==> src/soc_macros.svh <==
`ifndef SOC_MACROS_SVH
`define SOC_MACROS_SVH

// cycles between heartbeat toggles
`define HEARTBEAT_CYCLES 64

// stable cycles before a key level is accepted
`define DEBOUNCE_CYCLES 8

// clock cycles per dac sample
`define DDS_DIV 4

// master gives up after this many cycles without ack/err
`define WB_TIMEOUT 16

// address map, value of adr[7:4]
`define GPIO_REGION 4'h0
`define DDS_REGION 4'h1

`endif

==> src/wb_pkg.sv <==
`default_nettype none

package wb_pkg;

    // master to slave, classic cycle
    typedef struct packed {
        logic        cyc;
        logic        stb;
        logic        we;
        logic [7:0]  adr;
        logic [31:0] dat;
        logic [3:0]  sel;
    } wb_m2s_t;

    // slave to master
    typedef struct packed {
        logic        ack;
        logic        err;
        logic [31:0] dat;
    } wb_s2m_t;

    // host command, one bus cycle each
    typedef struct packed {
        logic        we;
        logic [7:0]  addr;
        logic [31:0] wdata;
    } dbg_cmd_t;

    typedef struct packed {
        logic [31:0] rdata;
        logic        err;
    } dbg_rsp_t;

    typedef enum logic [1:0] {
        ST_IDLE,
        ST_BUS,
        ST_RESP
    } master_state_e;

endpackage

`default_nettype wire

==> src/periph_pkg.sv <==
`default_nettype none

package periph_pkg;

    // dds waveform select, code 3 falls back to saw
    typedef enum logic [1:0] {
        WAVE_SAW      = 2'd0,
        WAVE_SQUARE   = 2'd1,
        WAVE_TRIANGLE = 2'd2
    } wave_sel_e;

    // full byte address of each register
    // low nibble is the offset the slaves decode
    typedef enum logic [7:0] {
        REG_FPIOA  = 8'h00,
        REG_KEYS   = 8'h04,
        REG_KEYCLR = 8'h08,
        REG_TUNE   = 8'h10,
        REG_WAVE   = 8'h14,
        REG_EN     = 8'h18
    } reg_off_e;

endpackage

`default_nettype wire

==> src/dbg_bus_master.sv <==
`timescale 1ns/1ns
`default_nettype none
`include "soc_macros.svh"

module dbg_bus_master (
    input  wire                   clk,
    input  wire                   reset,
    input  wire wb_pkg::dbg_cmd_t host_cmd,
    input  wire                   host_cmd_valid,
    output logic                  host_cmd_ready,
    output wb_pkg::dbg_rsp_t      host_rsp,
    output logic                  host_rsp_valid,
    output wb_pkg::wb_m2s_t       wb_out,
    input  wire wb_pkg::wb_s2m_t  wb_in
);
    import wb_pkg::*;

    localparam int TMO_W = $clog2(`WB_TIMEOUT);

    master_state_e    state;
    logic [TMO_W-1:0] tmo_cnt;
    logic             cyc_q;
    logic             we_q;
    logic [7:0]       adr_q;
    logic [31:0]      dat_q;
    logic             accept;
    logic             timed_out;
    logic             bus_done;

    // ready already low while a command is in flight
    assign accept    = (state == ST_IDLE) && host_cmd_valid && host_cmd_ready;
    assign timed_out = (tmo_cnt == TMO_W'(`WB_TIMEOUT - 1));
    assign bus_done  = wb_in.ack || wb_in.err || timed_out;

    // stb follows cyc, one cycle per transaction
    always_comb begin
        wb_out = '{cyc: cyc_q, stb: cyc_q, we: we_q, adr: adr_q, dat: dat_q, sel: 4'hf};
    end

    always_ff @(posedge clk) begin
        if (reset) begin
            state          <= ST_IDLE;
            host_cmd_ready <= 1'b1;
            host_rsp_valid <= 1'b0;
            cyc_q          <= 1'b0;
            tmo_cnt        <= '0;
        end else begin
            host_rsp_valid <= 1'b0;
            case (state)
                ST_IDLE: begin
                    // reopen the port the cycle after the pulse
                    if (host_rsp_valid) begin
                        host_cmd_ready <= 1'b1;
                    end else if (accept) begin
                        host_cmd_ready <= 1'b0;
                        cyc_q          <= 1'b1;
                        tmo_cnt        <= '0;
                        state          <= ST_BUS;
                    end
                end
                ST_BUS: begin
                    if (bus_done) begin
                        cyc_q <= 1'b0;
                        state <= ST_RESP;
                    end else begin
                        tmo_cnt <= tmo_cnt + 1'b1;
                    end
                end
                ST_RESP: begin
                    host_rsp_valid <= 1'b1;
                    state          <= ST_IDLE;
                end
                default: state <= ST_IDLE;
            endcase
        end
    end

    // command and response payload
    always_ff @(posedge clk) begin
        if (accept) begin
            we_q  <= host_cmd.we;
            adr_q <= host_cmd.addr;
            dat_q <= host_cmd.wdata;
        end
        if (state == ST_BUS && bus_done) begin
            // ack wins, err or timeout report an error
            host_rsp <= '{rdata: wb_in.ack ? wb_in.dat : 32'h0, err: !wb_in.ack};
        end
    end

endmodule

`default_nettype wire

==> src/gpio_led.sv <==
`timescale 1ns/1ns
`default_nettype none
`include "soc_macros.svh"

module gpio_led (
    input  wire                  clk,
    input  wire                  reset,
    input  wire wb_pkg::wb_m2s_t wb_in,
    input  wire                  stb,
    output wb_pkg::wb_s2m_t      wb_out,
    input  wire                  key0,
    input  wire                  key1,
    output logic [7:0]           fpioa,
    output logic                 led_int,
    output logic                 core_active
);
    import periph_pkg::*;

    localparam int DB_W = $clog2(`DEBOUNCE_CYCLES);
    localparam int HB_W = $clog2(`HEARTBEAT_CYCLES);

    logic [1:0]            key_meta;
    logic [1:0]            key_sync;
    logic [1:0]            key_level;
    logic [1:0]            key_flag;
    logic [DB_W-1:0]       db_cnt [2];
    logic [HB_W-1:0]       hb_cnt;
    logic                  ack_q;
    logic [31:0]           rdata_q;
    logic                  wr_en;
    logic [1:0]            flag_clr;

    // new access, not the ack cycle
    assign wr_en    = stb && wb_in.we && !ack_q;
    assign flag_clr = (wr_en && wb_in.adr[3:0] == REG_KEYCLR[3:0] && wb_in.sel[0])
                      ? wb_in.dat[1:0] : 2'b00;
    assign led_int  = |key_flag;

    always_comb begin
        wb_out = '{ack: ack_q, err: 1'b0, dat: rdata_q};
    end

    // two-flop synchroniser, then debounce per key
    always_ff @(posedge clk) begin
        if (reset) begin
            key_meta  <= 2'b00;
            key_sync  <= 2'b00;
            key_level <= 2'b00;
            key_flag  <= 2'b00;
            db_cnt[0] <= '0;
            db_cnt[1] <= '0;
        end else begin
            key_meta <= {key1, key0};
            key_sync <= key_meta;
            for (int i = 0; i < 2; i++) begin
                if (key_sync[i] == key_level[i]) begin
                    db_cnt[i] <= '0;
                end else if (db_cnt[i] == DB_W'(`DEBOUNCE_CYCLES - 1)) begin
                    db_cnt[i]    <= '0;
                    key_level[i] <= key_sync[i];
                end else begin
                    db_cnt[i] <= db_cnt[i] + 1'b1;
                end
            end
            // accepted rising level sets the flag, set beats clear
            for (int i = 0; i < 2; i++) begin
                if (key_sync[i] && !key_level[i] &&
                    db_cnt[i] == DB_W'(`DEBOUNCE_CYCLES - 1)) begin
                    key_flag[i] <= 1'b1;
                end else if (flag_clr[i]) begin
                    key_flag[i] <= 1'b0;
                end
            end
        end
    end

    // bus slave, fpioa register and heartbeat
    always_ff @(posedge clk) begin
        if (reset) begin
            ack_q       <= 1'b0;
            fpioa       <= 8'h00;
            hb_cnt      <= '0;
            core_active <= 1'b0;
        end else begin
            ack_q <= stb && !ack_q;
            if (wr_en && wb_in.adr[3:0] == REG_FPIOA[3:0] && wb_in.sel[0]) begin
                fpioa <= wb_in.dat[7:0];
            end
            if (hb_cnt == HB_W'(`HEARTBEAT_CYCLES - 1)) begin
                hb_cnt      <= '0;
                core_active <= !core_active;
            end else begin
                hb_cnt <= hb_cnt + 1'b1;
            end
        end
    end

    // read data registered alongside ack
    always_ff @(posedge clk) begin
        case (wb_in.adr[3:0])
            REG_FPIOA[3:0]: rdata_q <= {24'h0, fpioa};
            REG_KEYS[3:0]:  rdata_q <= {28'h0, key_flag, key_level};
            default:        rdata_q <= 32'h0;
        endcase
    end

endmodule

`default_nettype wire

==> src/dds_gen.sv <==
`timescale 1ns/1ns
`default_nettype none
`include "soc_macros.svh"

module dds_gen (
    input  wire                  clk,
    input  wire                  reset,
    input  wire wb_pkg::wb_m2s_t wb_in,
    input  wire                  stb,
    output wb_pkg::wb_s2m_t      wb_out,
    output logic                 dac_clk,
    output logic [7:0]           dac_data
);
    import periph_pkg::*;

    localparam int DIV_W = $clog2(`DDS_DIV);

    logic [31:0]      tune;
    wave_sel_e        wave;
    logic             enable;
    logic [31:0]      phase;
    logic [31:0]      phase_next;
    logic [7:0]       sample;
    logic [DIV_W-1:0] div_cnt;
    logic             sample_stb;
    logic             ack_q;
    logic [31:0]      rdata_q;
    logic             wr_en;

    assign wr_en      = stb && wb_in.we && !ack_q;
    assign sample_stb = enable && (div_cnt == DIV_W'(`DDS_DIV - 1));
    assign phase_next = phase + tune;

    always_comb begin
        wb_out = '{ack: ack_q, err: 1'b0, dat: rdata_q};
    end

    // waveform lookup from the updated phase
    always_comb begin
        case (wave)
            WAVE_SQUARE:   sample = phase_next[31] ? 8'hff : 8'h00;
            WAVE_TRIANGLE: sample = phase_next[31] ? ~phase_next[30:23] : phase_next[30:23];
            default:       sample = phase_next[31:24];
        endcase
    end

    always_ff @(posedge clk) begin
        if (reset) begin
            ack_q    <= 1'b0;
            tune     <= 32'h0;
            wave     <= WAVE_SAW;
            enable   <= 1'b0;
            phase    <= 32'h0;
            div_cnt  <= '0;
            dac_clk  <= 1'b0;
            dac_data <= 8'h00;
        end else begin
            ack_q <= stb && !ack_q;
            if (wr_en) begin
                case (wb_in.adr[3:0])
                    REG_TUNE[3:0]: begin
                        // byte lanes honoured for the tuning word
                        for (int b = 0; b < 4; b++) begin
                            if (wb_in.sel[b]) tune[8*b +: 8] <= wb_in.dat[8*b +: 8];
                        end
                    end
                    REG_WAVE[3:0]: if (wb_in.sel[0]) wave <= wave_sel_e'(wb_in.dat[1:0]);
                    REG_EN[3:0]:   if (wb_in.sel[0]) enable <= wb_in.dat[0];
                    default: ;
                endcase
            end
            // divider idles at zero while disabled
            div_cnt <= (enable && !sample_stb) ? div_cnt + 1'b1 : '0;
            dac_clk <= sample_stb;
            if (sample_stb) begin
                phase    <= phase_next;
                dac_data <= sample;
            end
        end
    end

    always_ff @(posedge clk) begin
        case (wb_in.adr[3:0])
            REG_TUNE[3:0]: rdata_q <= tune;
            REG_WAVE[3:0]: rdata_q <= {30'h0, wave};
            REG_EN[3:0]:   rdata_q <= {31'h0, enable};
            default:       rdata_q <= 32'h0;
        endcase
    end

endmodule

`default_nettype wire

==> src/sparrow_soc.sv <==
`timescale 1ns/1ns
`default_nettype none
`include "soc_macros.svh"

module sparrow_soc (
    input  wire                   clk,
    input  wire                   reset,
    input  wire wb_pkg::dbg_cmd_t host_cmd,
    input  wire                   host_cmd_valid,
    output wire                   host_cmd_ready,
    output wb_pkg::dbg_rsp_t      host_rsp,
    output wire                   host_rsp_valid,
    input  wire                   key0,
    input  wire                   key1,
    output wire                   core_active,
    output wire                   led_int,
    output wire [7:0]             fpioa,
    output wire                   dac_clk,
    output wire [7:0]             dac_data
);
    import wb_pkg::*;

    wb_m2s_t    m2s;
    wb_s2m_t    s2m;
    wb_s2m_t    gpio_s2m;
    wb_s2m_t    dds_s2m;
    logic [3:0] region;
    logic       bus_req;
    logic       gpio_stb;
    logic       dds_stb;
    logic       unmapped;
    logic       dec_err;

    // region select from adr[7:4]
    assign region   = m2s.adr[7:4];
    assign bus_req  = m2s.cyc && m2s.stb;
    assign gpio_stb = bus_req && (region == `GPIO_REGION);
    assign dds_stb  = bus_req && (region == `DDS_REGION);
    assign unmapped = bus_req && !(region == `GPIO_REGION || region == `DDS_REGION);

    // err for holes in the map, same timing as a slave ack
    always_ff @(posedge clk) begin
        if (reset) begin
            dec_err <= 1'b0;
        end else begin
            dec_err <= unmapped && !dec_err;
        end
    end

    // return path of the addressed slave
    always_comb begin
        case (region)
            `GPIO_REGION: s2m = gpio_s2m;
            `DDS_REGION:  s2m = dds_s2m;
            default:      s2m = '{ack: 1'b0, err: dec_err, dat: 32'h0};
        endcase
    end

    dbg_bus_master u_master (
        .clk            (clk),
        .reset          (reset),
        .host_cmd       (host_cmd),
        .host_cmd_valid (host_cmd_valid),
        .host_cmd_ready (host_cmd_ready),
        .host_rsp       (host_rsp),
        .host_rsp_valid (host_rsp_valid),
        .wb_out         (m2s),
        .wb_in          (s2m)
    );

    gpio_led u_gpio (
        .clk         (clk),
        .reset       (reset),
        .wb_in       (m2s),
        .stb         (gpio_stb),
        .wb_out      (gpio_s2m),
        .key0        (key0),
        .key1        (key1),
        .fpioa       (fpioa),
        .led_int     (led_int),
        .core_active (core_active)
    );

    dds_gen u_dds (
        .clk      (clk),
        .reset    (reset),
        .wb_in    (m2s),
        .stb      (dds_stb),
        .wb_out   (dds_s2m),
        .dac_clk  (dac_clk),
        .dac_data (dac_data)
    );

endmodule

`default_nettype wire

==> src/top.sv <==
`timescale 1ns/1ns
`default_nettype none

module top (
    input  wire                   clk,
    input  wire                   reset,
    // host debug port
    input  wire wb_pkg::dbg_cmd_t host_cmd,
    input  wire                   host_cmd_valid,
    output wire                   host_cmd_ready,
    output wb_pkg::dbg_rsp_t      host_rsp,
    output wire                   host_rsp_valid,
    // board pins
    input  wire                   key0,
    input  wire                   key1,
    output wire                   core_active,
    output wire                   led_int,
    output wire [7:0]             fpioa,
    output wire                   dac_clk,
    output wire [7:0]             dac_data
);

    sparrow_soc u_sparrow_soc (
        .clk            (clk),
        .reset          (reset),
        .host_cmd       (host_cmd),
        .host_cmd_valid (host_cmd_valid),
        .host_cmd_ready (host_cmd_ready),
        .host_rsp       (host_rsp),
        .host_rsp_valid (host_rsp_valid),
        .key0           (key0),
        .key1           (key1),
        .core_active    (core_active),
        .led_int        (led_int),
        .fpioa          (fpioa),
        .dac_clk        (dac_clk),
        .dac_data       (dac_data)
    );

endmodule

`default_nettype wire

==> config.mk <==
export PLATFORM = sky130hd
export DESIGN_NAME = top
export DESIGN_NICKNAME = d
export VERILOG_FILES = /design/src/wb_pkg.sv /design/src/periph_pkg.sv /design/src/dbg_bus_master.sv /design/src/gpio_led.sv /design/src/dds_gen.sv /design/src/sparrow_soc.sv /design/src/top.sv
export VERILOG_INCLUDE_DIRS = /design/src
export SDC_FILE = /design/constraint.sdc
export NUM_CORES = 1
export LEC_CHECK = 0
export ABC_CLOCK_PERIOD_IN_PS = 5900
export BUFFER_PORTS_ARGS = -buffer_cell sky130_fd_sc_hd__buf_2
export CAP_MARGIN = 20
export CORE_MARGIN = 3
export CORE_UTILIZATION = 40
export DETAILED_ROUTE_END_ITERATION = 6
export GPL_TIMING_DRIVEN = 0
export MAX_ROUTING_LAYER = met4
export PLACE_DENSITY = 0.62
export SKIP_CTS_REPAIR_TIMING = 1
export SKIP_LAST_GASP = 1
export SYNTH_ARGS = -nofsm -noshare
export SYNTH_HDL_FRONTEND = slang
export SYNTH_SLANG_ARGS = --single-unit
==> constraint.sdc <==
create_clock -name clk -period 5.9 [get_ports clk]
set_input_delay 1.475 -clock clk [delete_from_list [all_inputs] [get_ports clk]]
set_output_delay 1.475 -clock clk [all_outputs]
set_load 0.05 [all_outputs]
=== Word-level counts from Yosys, hierarchy flattened ===
Memories as Yosys holds them, arrays and structs flattened.
Index checks and enable logic that the tools add are counted.
Widths: inputs -> output; s select.

* Add/subtract/negate cells: 6
* Equal/unequal tests: 18
* Multiplexer cells: 56
* Bitwise gates (word level): 10
* Reduce and logical (&&, ||, !) cells: 52

{| class="wikitable"
|+ Operators with widths
! operator !! count
|-
| $pmux 32 s3 || 1
|-
| $pmux 34 s2 || 1
|-
| $mux 1 || 34
|-
| $add 32x32->32 || 1
|-
| $pmux 8 s2 || 2
|-
| $logic_and 1x1->1 || 21
|-
| $mux 3 || 6
|-
| $mux 8 || 2
|-
| $mux 4 || 3
|-
| $reduce_and 2->1 || 6
|-
| $logic_not 1->1 || 9
|-
| $eq 4x4->1 const B || 2
|-
| $logic_not 4->1 || 2
|-
| $mux 2 || 4
|-
| $ne 2x2->1 const B || 4
|-
| $not 8->8 || 1
|-
| $pmux 4 s2 || 1
|-
| $reduce_and 4->1 || 2
|-
| $reduce_bool 2->1 || 4
|-
| $add 3x1->3 const B || 2
|-
| $add 6x1->6 const B || 1
|-
| $eq 2x2->1 const B || 3
|-
| $eq 3x3->1 const B || 2
|-
| $eq 6x6->1 const B || 1
|-
| other kinds (14) || 27
|}

* Register bits after elaboration: 251
* Bits in writable memories: 6
* Input bits: 46
* Output and inout bits: 54
* Logic and storage cells: 174
* Memories kept: 1

{| class="wikitable"
|+ Memories
! name !! depth !! width !! rd ports !! clocked after Yosys merged registers in !! write ports !! RTL line !! text
|-
| u_sparrow_soc.u_gpio.db_cnt || 2 || 3 || 2 || 0 || 2 || gpio_led.sv:26 || <nowiki>logic [DB_W-1:0] db_cnt [2];</nowiki>
|}

=== Logic depth before layout (Yosys ltp) ===
* Depth in word-level cells: 8
* Mapped depth: 12
* Gate-level depth less buffers: 12

=== Modules after synthesis ===
Synthesis repeated with hierarchy kept, for this count alone.

* Cells, all modules: 1,105
* Area total of the unflattened synthesis: 11,078.1 µm²

{| class="wikitable"
|+ Modules (own cells, without submodules)
! module !! instances !! cells an instance !! area each (µm²) !! sequential area each (µm²)
|-
| dds_gen || 1 || 686 || 5,745.5 || 2,222.1
|-
| dbg_bus_master || 1 || 164 || 2,935.3 || 2,402.3
|-
| gpio_led || 1 || 172 || 1,799.2 || 820.8
|-
| sparrow_soc || 1 || 83 || 598.1 || 20.0
|}

=== Worst setup path after synthesis ===
OpenSTA, ideal clock, no wires.

* Kind: input to register
* Start point: input port host_cmd_valid
* End point: register u_sparrow_soc.u_master.tmo_cnt[3]
* Data arrival time: 3.418 ns
* Required time: 5.822 ns
* Slack: 2.403 ns
* Cell stages on the path: 6
* Path buffers: 0
* Path through: and3_1 > nor2b_1 > or2_2 > nand4_1 > xor2_1 > nor3_1

* Cells in the longest elaborated chain, start to end: 4

{| class="wikitable"
|+ RTL lines
! item !! RTL line !! text
|-
| from (decl) || top.sv:9 || <nowiki>input wire host_cmd_valid,</nowiki>
|-
| $logic_and 1x1->1 (2 in series) || dbg_bus_master.sv:31 || <nowiki>assign accept = (state == ST_IDLE) && host_cmd_valid && host_cmd_ready;</nowiki>
|-
| $ne 2x2->1 (no source line) || - ||
|-
| $reduce_and 4->1 (no source line) || - ||
|-
| to (signal assigned) || dbg_bus_master.sv:66 || <nowiki>tmo_cnt <= tmo_cnt + 1'b1;</nowiki>
|-
| to (decl) || dbg_bus_master.sv:21 || <nowiki>logic [TMO_W-1:0] tmo_cnt;</nowiki>
|}

Every way passes these cells.
A chain may end at the register's enable or synchronous reset.

=== Final worst setup path ===
* Start point: register u_sparrow_soc.u_dds.tune[0]
* End point: register u_sparrow_soc.u_dds.dac_data[3]

* Cells in the longest elaborated chain, start to end: 4

{| class="wikitable"
|+ RTL lines
! item !! RTL line !! text
|-
| from (decl) || dds_gen.sv:18 || <nowiki>logic [31:0] tune;</nowiki>
|-
| from (signal, indexed assignment) || dds_gen.sv:64 || <nowiki>if (wb_in.sel[b]) tune[8*b +: 8] <= wb_in.dat[8*b +: 8];</nowiki>
|-
| $add 32x32->32 * || dds_gen.sv:32 || <nowiki>assign phase_next = phase + tune;</nowiki>
|-
| $not 8->8 || dds_gen.sv:42 || <nowiki>WAVE_TRIANGLE: sample = phase_next[31] ? ~phase_next[30:23] : phase_next[30:23];</nowiki>
|-
| $mux 8 || dds_gen.sv:42 ||
|-
| $pmux 8 s2 * || dds_gen.sv:40 || <nowiki>case (wave)</nowiki>
|-
| to (signal assigned) || dds_gen.sv:77 || <nowiki>dac_data <= sample;</nowiki>
|-
| to (decl) || dds_gen.sv:12 || <nowiki>output logic [7:0] dac_data</nowiki>
|}

Mark *: on every way between the ends. The rest lies on a longest branch, timed or not.

==> impl_summary.md <==
Clock tree
The clock root buffer master is sky130_fd_sc_hd__clkbuf_16. In this run the number of H-tree levels came out at 1. TritonCTS built the clock tree. The source-to-sink clock delay at the later pin of the worst-skew pair is 520 ps.

The clock net sink count is 233. In this run the deepest clock path goes through 3 buffers. The register clock-pin slew on the reported worst setup and hold paths is ~60 ps. The number of buffers created by CTS is 25.

Timing
Setup violations remaining at the end of the flow were counted as 0. Headroom to the max-slew limit came out at 37.0%. The clock arrives with 8.96 ps of skew. On the final layout, the worst hold slack is 434 ps. The pin slew with the least headroom to its limit is 941 ps. The worst path needs 3370 ps of the cycle, external delays included. The fmax is around 300 MHz. Adding up every negative setup slack in the final design gives 0 ps.

In the finished design, the share of the clock period the worst path needs comes to around 57%. The number of slew-limit violations in the final report is 0. The final count of hold timing violations is 0.

Setup repair after global routing left no endpoint under its margin.

Floorplan
The overall die area is 0.0271 mm^2. The floorplan step set the die width to between 150 and 200 um. After floorplanning, the core was sized to cover 0.0245 mm^2. The row count is 57. The floorplan step set the die height to 165 um. During I/O placement, the number of pins put on the boundary was 100.

For this configuration, the core starts out at a cell density of between 40% and 50%.

GRT
The total global routing overflow is 0. The largest net degree at the start of global routing is 27. The first-pass GRT wire length is 37500 um. Global routing used 17.9% of the available tracks across all layers. The initial antenna violation count was 1. The number of global-route vias before repair is 7041.

Logic synthesis
The cell count after synthesis is 986. The largest area contributor in the netlist is sky130_fd_sc_hd__dfxtp_1. After synthesis, the mean cell area works out to 10.2 um^2. The proportion of netlist area held by the largest area contributor is a little under a third.

The async set-or-reset flop fraction in the synthesized netlist is 0%. For this run, the number of Yosys warnings is 0. Synthesis instantiated 78 different standard cells from the library. Sequential cells were found to cover 54.2% of the synthesized design area. The register bit count reported by yosys is 233. The count of flip-flops with a built-in enable after synthesis is 80. For this run, the leading register cell type out of synthesis is sky130_fd_sc_hd__dfxtp_1. In this run the cell area of the synthesized design comes to between 0.01 and 0.015 mm^2. Sorting the synthesized cells by area gives the leading types as sky130_fd_sc_hd__dfxtp_1 30%, sky130_fd_sc_hd__edfxtp_1 24%, sky130_fd_sc_hd__nand2_1 5.5%, sky130_fd_sc_hd__ha_1 5.2%, sky130_fd_sc_hd__a21oi_1 4.7%.

Critical path
The required time at the worst-slack endpoint is around 6300 ps. The arrival time at the worst endpoint is 3780 ps. STA classifies the critical path endpoint as a flop. The number of buffers and inverters on the critical path is 1. Traced cell by cell, the critical path runs through ha_1, inv_1, fa_1, nor2b_1, o31a_1, o21ai_2, a2111oi_1, or2_2, a21oi_2, xnor3_1, a221o_1, a31o_1. The slowest stage of the critical path is the sky130_fd_sc_hd__a2111oi_1 cell. The start-to-end type of the worst setup path is flop to flop.

In this design, the largest share of critical-path delay is due to compound AO/OA/AOI/OAI gates. STA classifies the critical path startpoint as a flop. The largest incremental delay on the critical path is 530 ps. The largest fanout of any net on the critical path is 5.

Drt
The first TritonRoute pass finished after 5 iterations. The detail route stage leaves a number of antenna-violating nets equal to 0. The routed wire length is between 20000 and 25000 um. The total DRC errors in the routed layout is 0. The via count of the routed design is between 7000 and 8000.

The routed wire length per instance is 16.1 um. The detailed router finished its first iteration with ~510 violations. The vias per cell is 5.03.

Flow run
The max-capacitance violation count is 0.

Hold path
The min-delay analysis places its worst path in the category flop to flop.

Power and ir drop
The worst ir drop on vdd is about 180 uV. The power density over the cells is 292 mW/mm^2. In this run the static leakage power is just under 5 nW.

Final layout
Fill cells in the final layout number 2324. The share of layout cells above drive strength 1 is 15.8%. The layout-stage area growth over the synthesis result is 18.5%. 0 antenna diodes ended up in the layout. The final layout contains 1210 nets.

Placed design
The HPWL reported at the end of detailed placement is 17200 um. Port buffering added between 90 and 100 buffers. Routability-driven placement finished with a final weighted congestion of around 0.93.

Run status
The run finished with clean final reports.
-- through the flow --
step                worst slack (ps)  total power [W]  instances  utilization [%]  area (um^2)
finish                          2530          0.00349       1464             48.7        11900
global route                    2360          0.00361       1464             48.7        11900
CTS                             2590          0.00353       1463             48.7        11900
global placement                1510          0.00183       1414             44.8        11000
detailed placement              2460          0.00184       1417             45.0        11100
floorplan                       2400          0.00179        991                -        10100
-- report_power, final --
| part | switching (W) | internal (W) | leakage [nW] |
|---|---|---|---|
| clock network | 0.000628 | 0.00106 | 0.434 |
| logic | 0.0000628 | 0.0000306 | 2.37 |
| registers | 0.0000156 | 0.00169 | 2.04 |
| total | 0.000706 | 0.00278 | 4.85 |
-- placed cells by master, fill, tap and decap left out, types with 5 or more instances in the layout --
master,count
sky130_fd_sc_hd__a21o_1,8
sky130_fd_sc_hd__a21oi_1,95
sky130_fd_sc_hd__and2_1,69
sky130_fd_sc_hd__and3_1,6
sky130_fd_sc_hd__buf_2,107
sky130_fd_sc_hd__bufinv_16,6
sky130_fd_sc_hd__clkbuf_1,37
sky130_fd_sc_hd__clkbuf_16,25
sky130_fd_sc_hd__conb_1,6
sky130_fd_sc_hd__dfxtp_1,153
sky130_fd_sc_hd__edfxtp_1,80
sky130_fd_sc_hd__ha_1,42
sky130_fd_sc_hd__inv_1,22
sky130_fd_sc_hd__mux2i_1,20
sky130_fd_sc_hd__nand2_1,148
sky130_fd_sc_hd__nand2b_1,5
sky130_fd_sc_hd__nand3_1,17
sky130_fd_sc_hd__nand4_1,6
sky130_fd_sc_hd__nor2_1,68
sky130_fd_sc_hd__nor2b_1,11
sky130_fd_sc_hd__nor3_1,16
sky130_fd_sc_hd__nor4_1,9
sky130_fd_sc_hd__o21a_1,9
sky130_fd_sc_hd__o21ai_0,21
sky130_fd_sc_hd__or2_2,5
sky130_fd_sc_hd__or3_1,6
sky130_fd_sc_hd__xnor2_1,17
sky130_fd_sc_hd__xor2_1,13
-- sequential cells by signal, summed over array words and instances, names as in the netlist, 2 cells and up --
name and cells:
u_sparrow_soc.u_master.state 2, u_sparrow_soc.u_gpio.rdata_q 8, u_sparrow_soc.u_master.host_rsp 33, u_sparrow_soc.u_master.dat_q 32, u_sparrow_soc.u_gpio.key_flag 2, u_sparrow_soc.u_dds.wave 2, u_sparrow_soc.u_gpio.fpioa 8, u_sparrow_soc.u_dds.rdata_q 32
u_sparrow_soc.u_gpio.key_meta 2, u_sparrow_soc.u_dds.dac_data 8, u_sparrow_soc.u_gpio.hb_cnt 6, u_sparrow_soc.u_dds.tune 32, u_sparrow_soc.u_gpio.key_level 2, u_sparrow_soc.u_gpio.key_sync 2, u_sparrow_soc.u_master.adr_q 8, u_sparrow_soc.u_dds.div_cnt 2
u_sparrow_soc.u_dds.phase 32, u_sparrow_soc.u_gpio.db_cnt 6, u_sparrow_soc.u_master.tmo_cnt 4
-- final cells by class --
cell class	instances	area, um^2	area share, %
Tap cell	324	405	3.39
Sequential cell	233	5470	45.8
Clock inverter	13	221	1.85
Inverter	22	82.6	0.691
Timing Repair Buffer	103	553	4.63
Multi-Input combinational cell	693	4360	36.5
Buffer	43	194	1.62
Clock buffer	33	666	5.57
-- cells by family after synthesis --
kind of cell | share of synthesized area [%]
and+or+nand+nor | 19.2
DFF | 54.2
AOI/OAI and AO/OA | 12.9
buffers and inverters | 2.74
adders and majority gates | 5.41
xor gates and xnor gates | 3.33
muxes | 2.10
other | 0.0372
-- synthesized netlist by cell type (all sizes together), types with 4 or more instances --
| library cell | n |
|---|---|
| nand2 | 149 |
| ha | 42 |
| nor2b | 11 |
| and4 | 4 |
| nor4 | 9 |
| a22o | 4 |
| and3 | 7 |
| mux2i | 20 |
| buf | 12 |
| or3 | 7 |
| nand2b | 5 |
| or4 | 4 |
| nand3 | 18 |
| edfxtp | 80 |
| nor2 | 68 |
| inv | 22 |
| clkbuf | 31 |
| xor2 | 13 |
| a21o | 8 |
| a21oi | 101 |
| a221o | 4 |
| nor3 | 16 |
| or2 | 5 |
| o21ai | 26 |
| dfxtp | 153 |
| nand4 | 6 |
| a22oi | 4 |
| o31ai | 4 |
| nand3b | 4 |
| o21a | 9 |
| nor3b | 4 |
| xnor2 | 17 |
| a211oi | 4 |
| o211ai | 4 |
| and2 | 69 |
-- final timing paths --
check | from | end | cells past startpoint | slack [ps]
worst max register to register | u_sparrow_soc.u_dds.tune[0] | u_sparrow_soc.u_dds.dac_data[3] | 12 | 2530
worst max-delay path | u_sparrow_soc.u_dds.tune[0] | u_sparrow_soc.u_dds.dac_data[3] | 12 | 2530
worst min-delay path | u_sparrow_soc.dec_err | u_sparrow_soc.dec_err | 1 | 430
worst min register to register | u_sparrow_soc.dec_err | u_sparrow_soc.dec_err | 1 | 430
-- routing by layer --
| metal | part of all wire (%) | global-route usage, % |
|---|---|---|
| met2 | 45 | 27.8 |
| met1 | 48 | 25.0 |
| met3 | 4.9 | 2.68 |
| met4 | 1.7 | 3.77 |
| met5 | 0 | - |
-- worst reg2reg max path, stage by stage, from the launching register on --
cell                        delay [ps]
sky130_fd_sc_hd__dfxtp_1           380
sky130_fd_sc_hd__ha_1              190
sky130_fd_sc_hd__inv_1              50
sky130_fd_sc_hd__fa_1              380
sky130_fd_sc_hd__nor2b_1           210
sky130_fd_sc_hd__o31a_1            210
sky130_fd_sc_hd__o21ai_2           120
sky130_fd_sc_hd__a2111oi_1         530
sky130_fd_sc_hd__or2_2             240
sky130_fd_sc_hd__a21oi_2            80
sky130_fd_sc_hd__xnor3_1           370
sky130_fd_sc_hd__a221o_1           310
sky130_fd_sc_hd__a31o_1            170
Note: power is estimated with default switching activity, not from simulation.
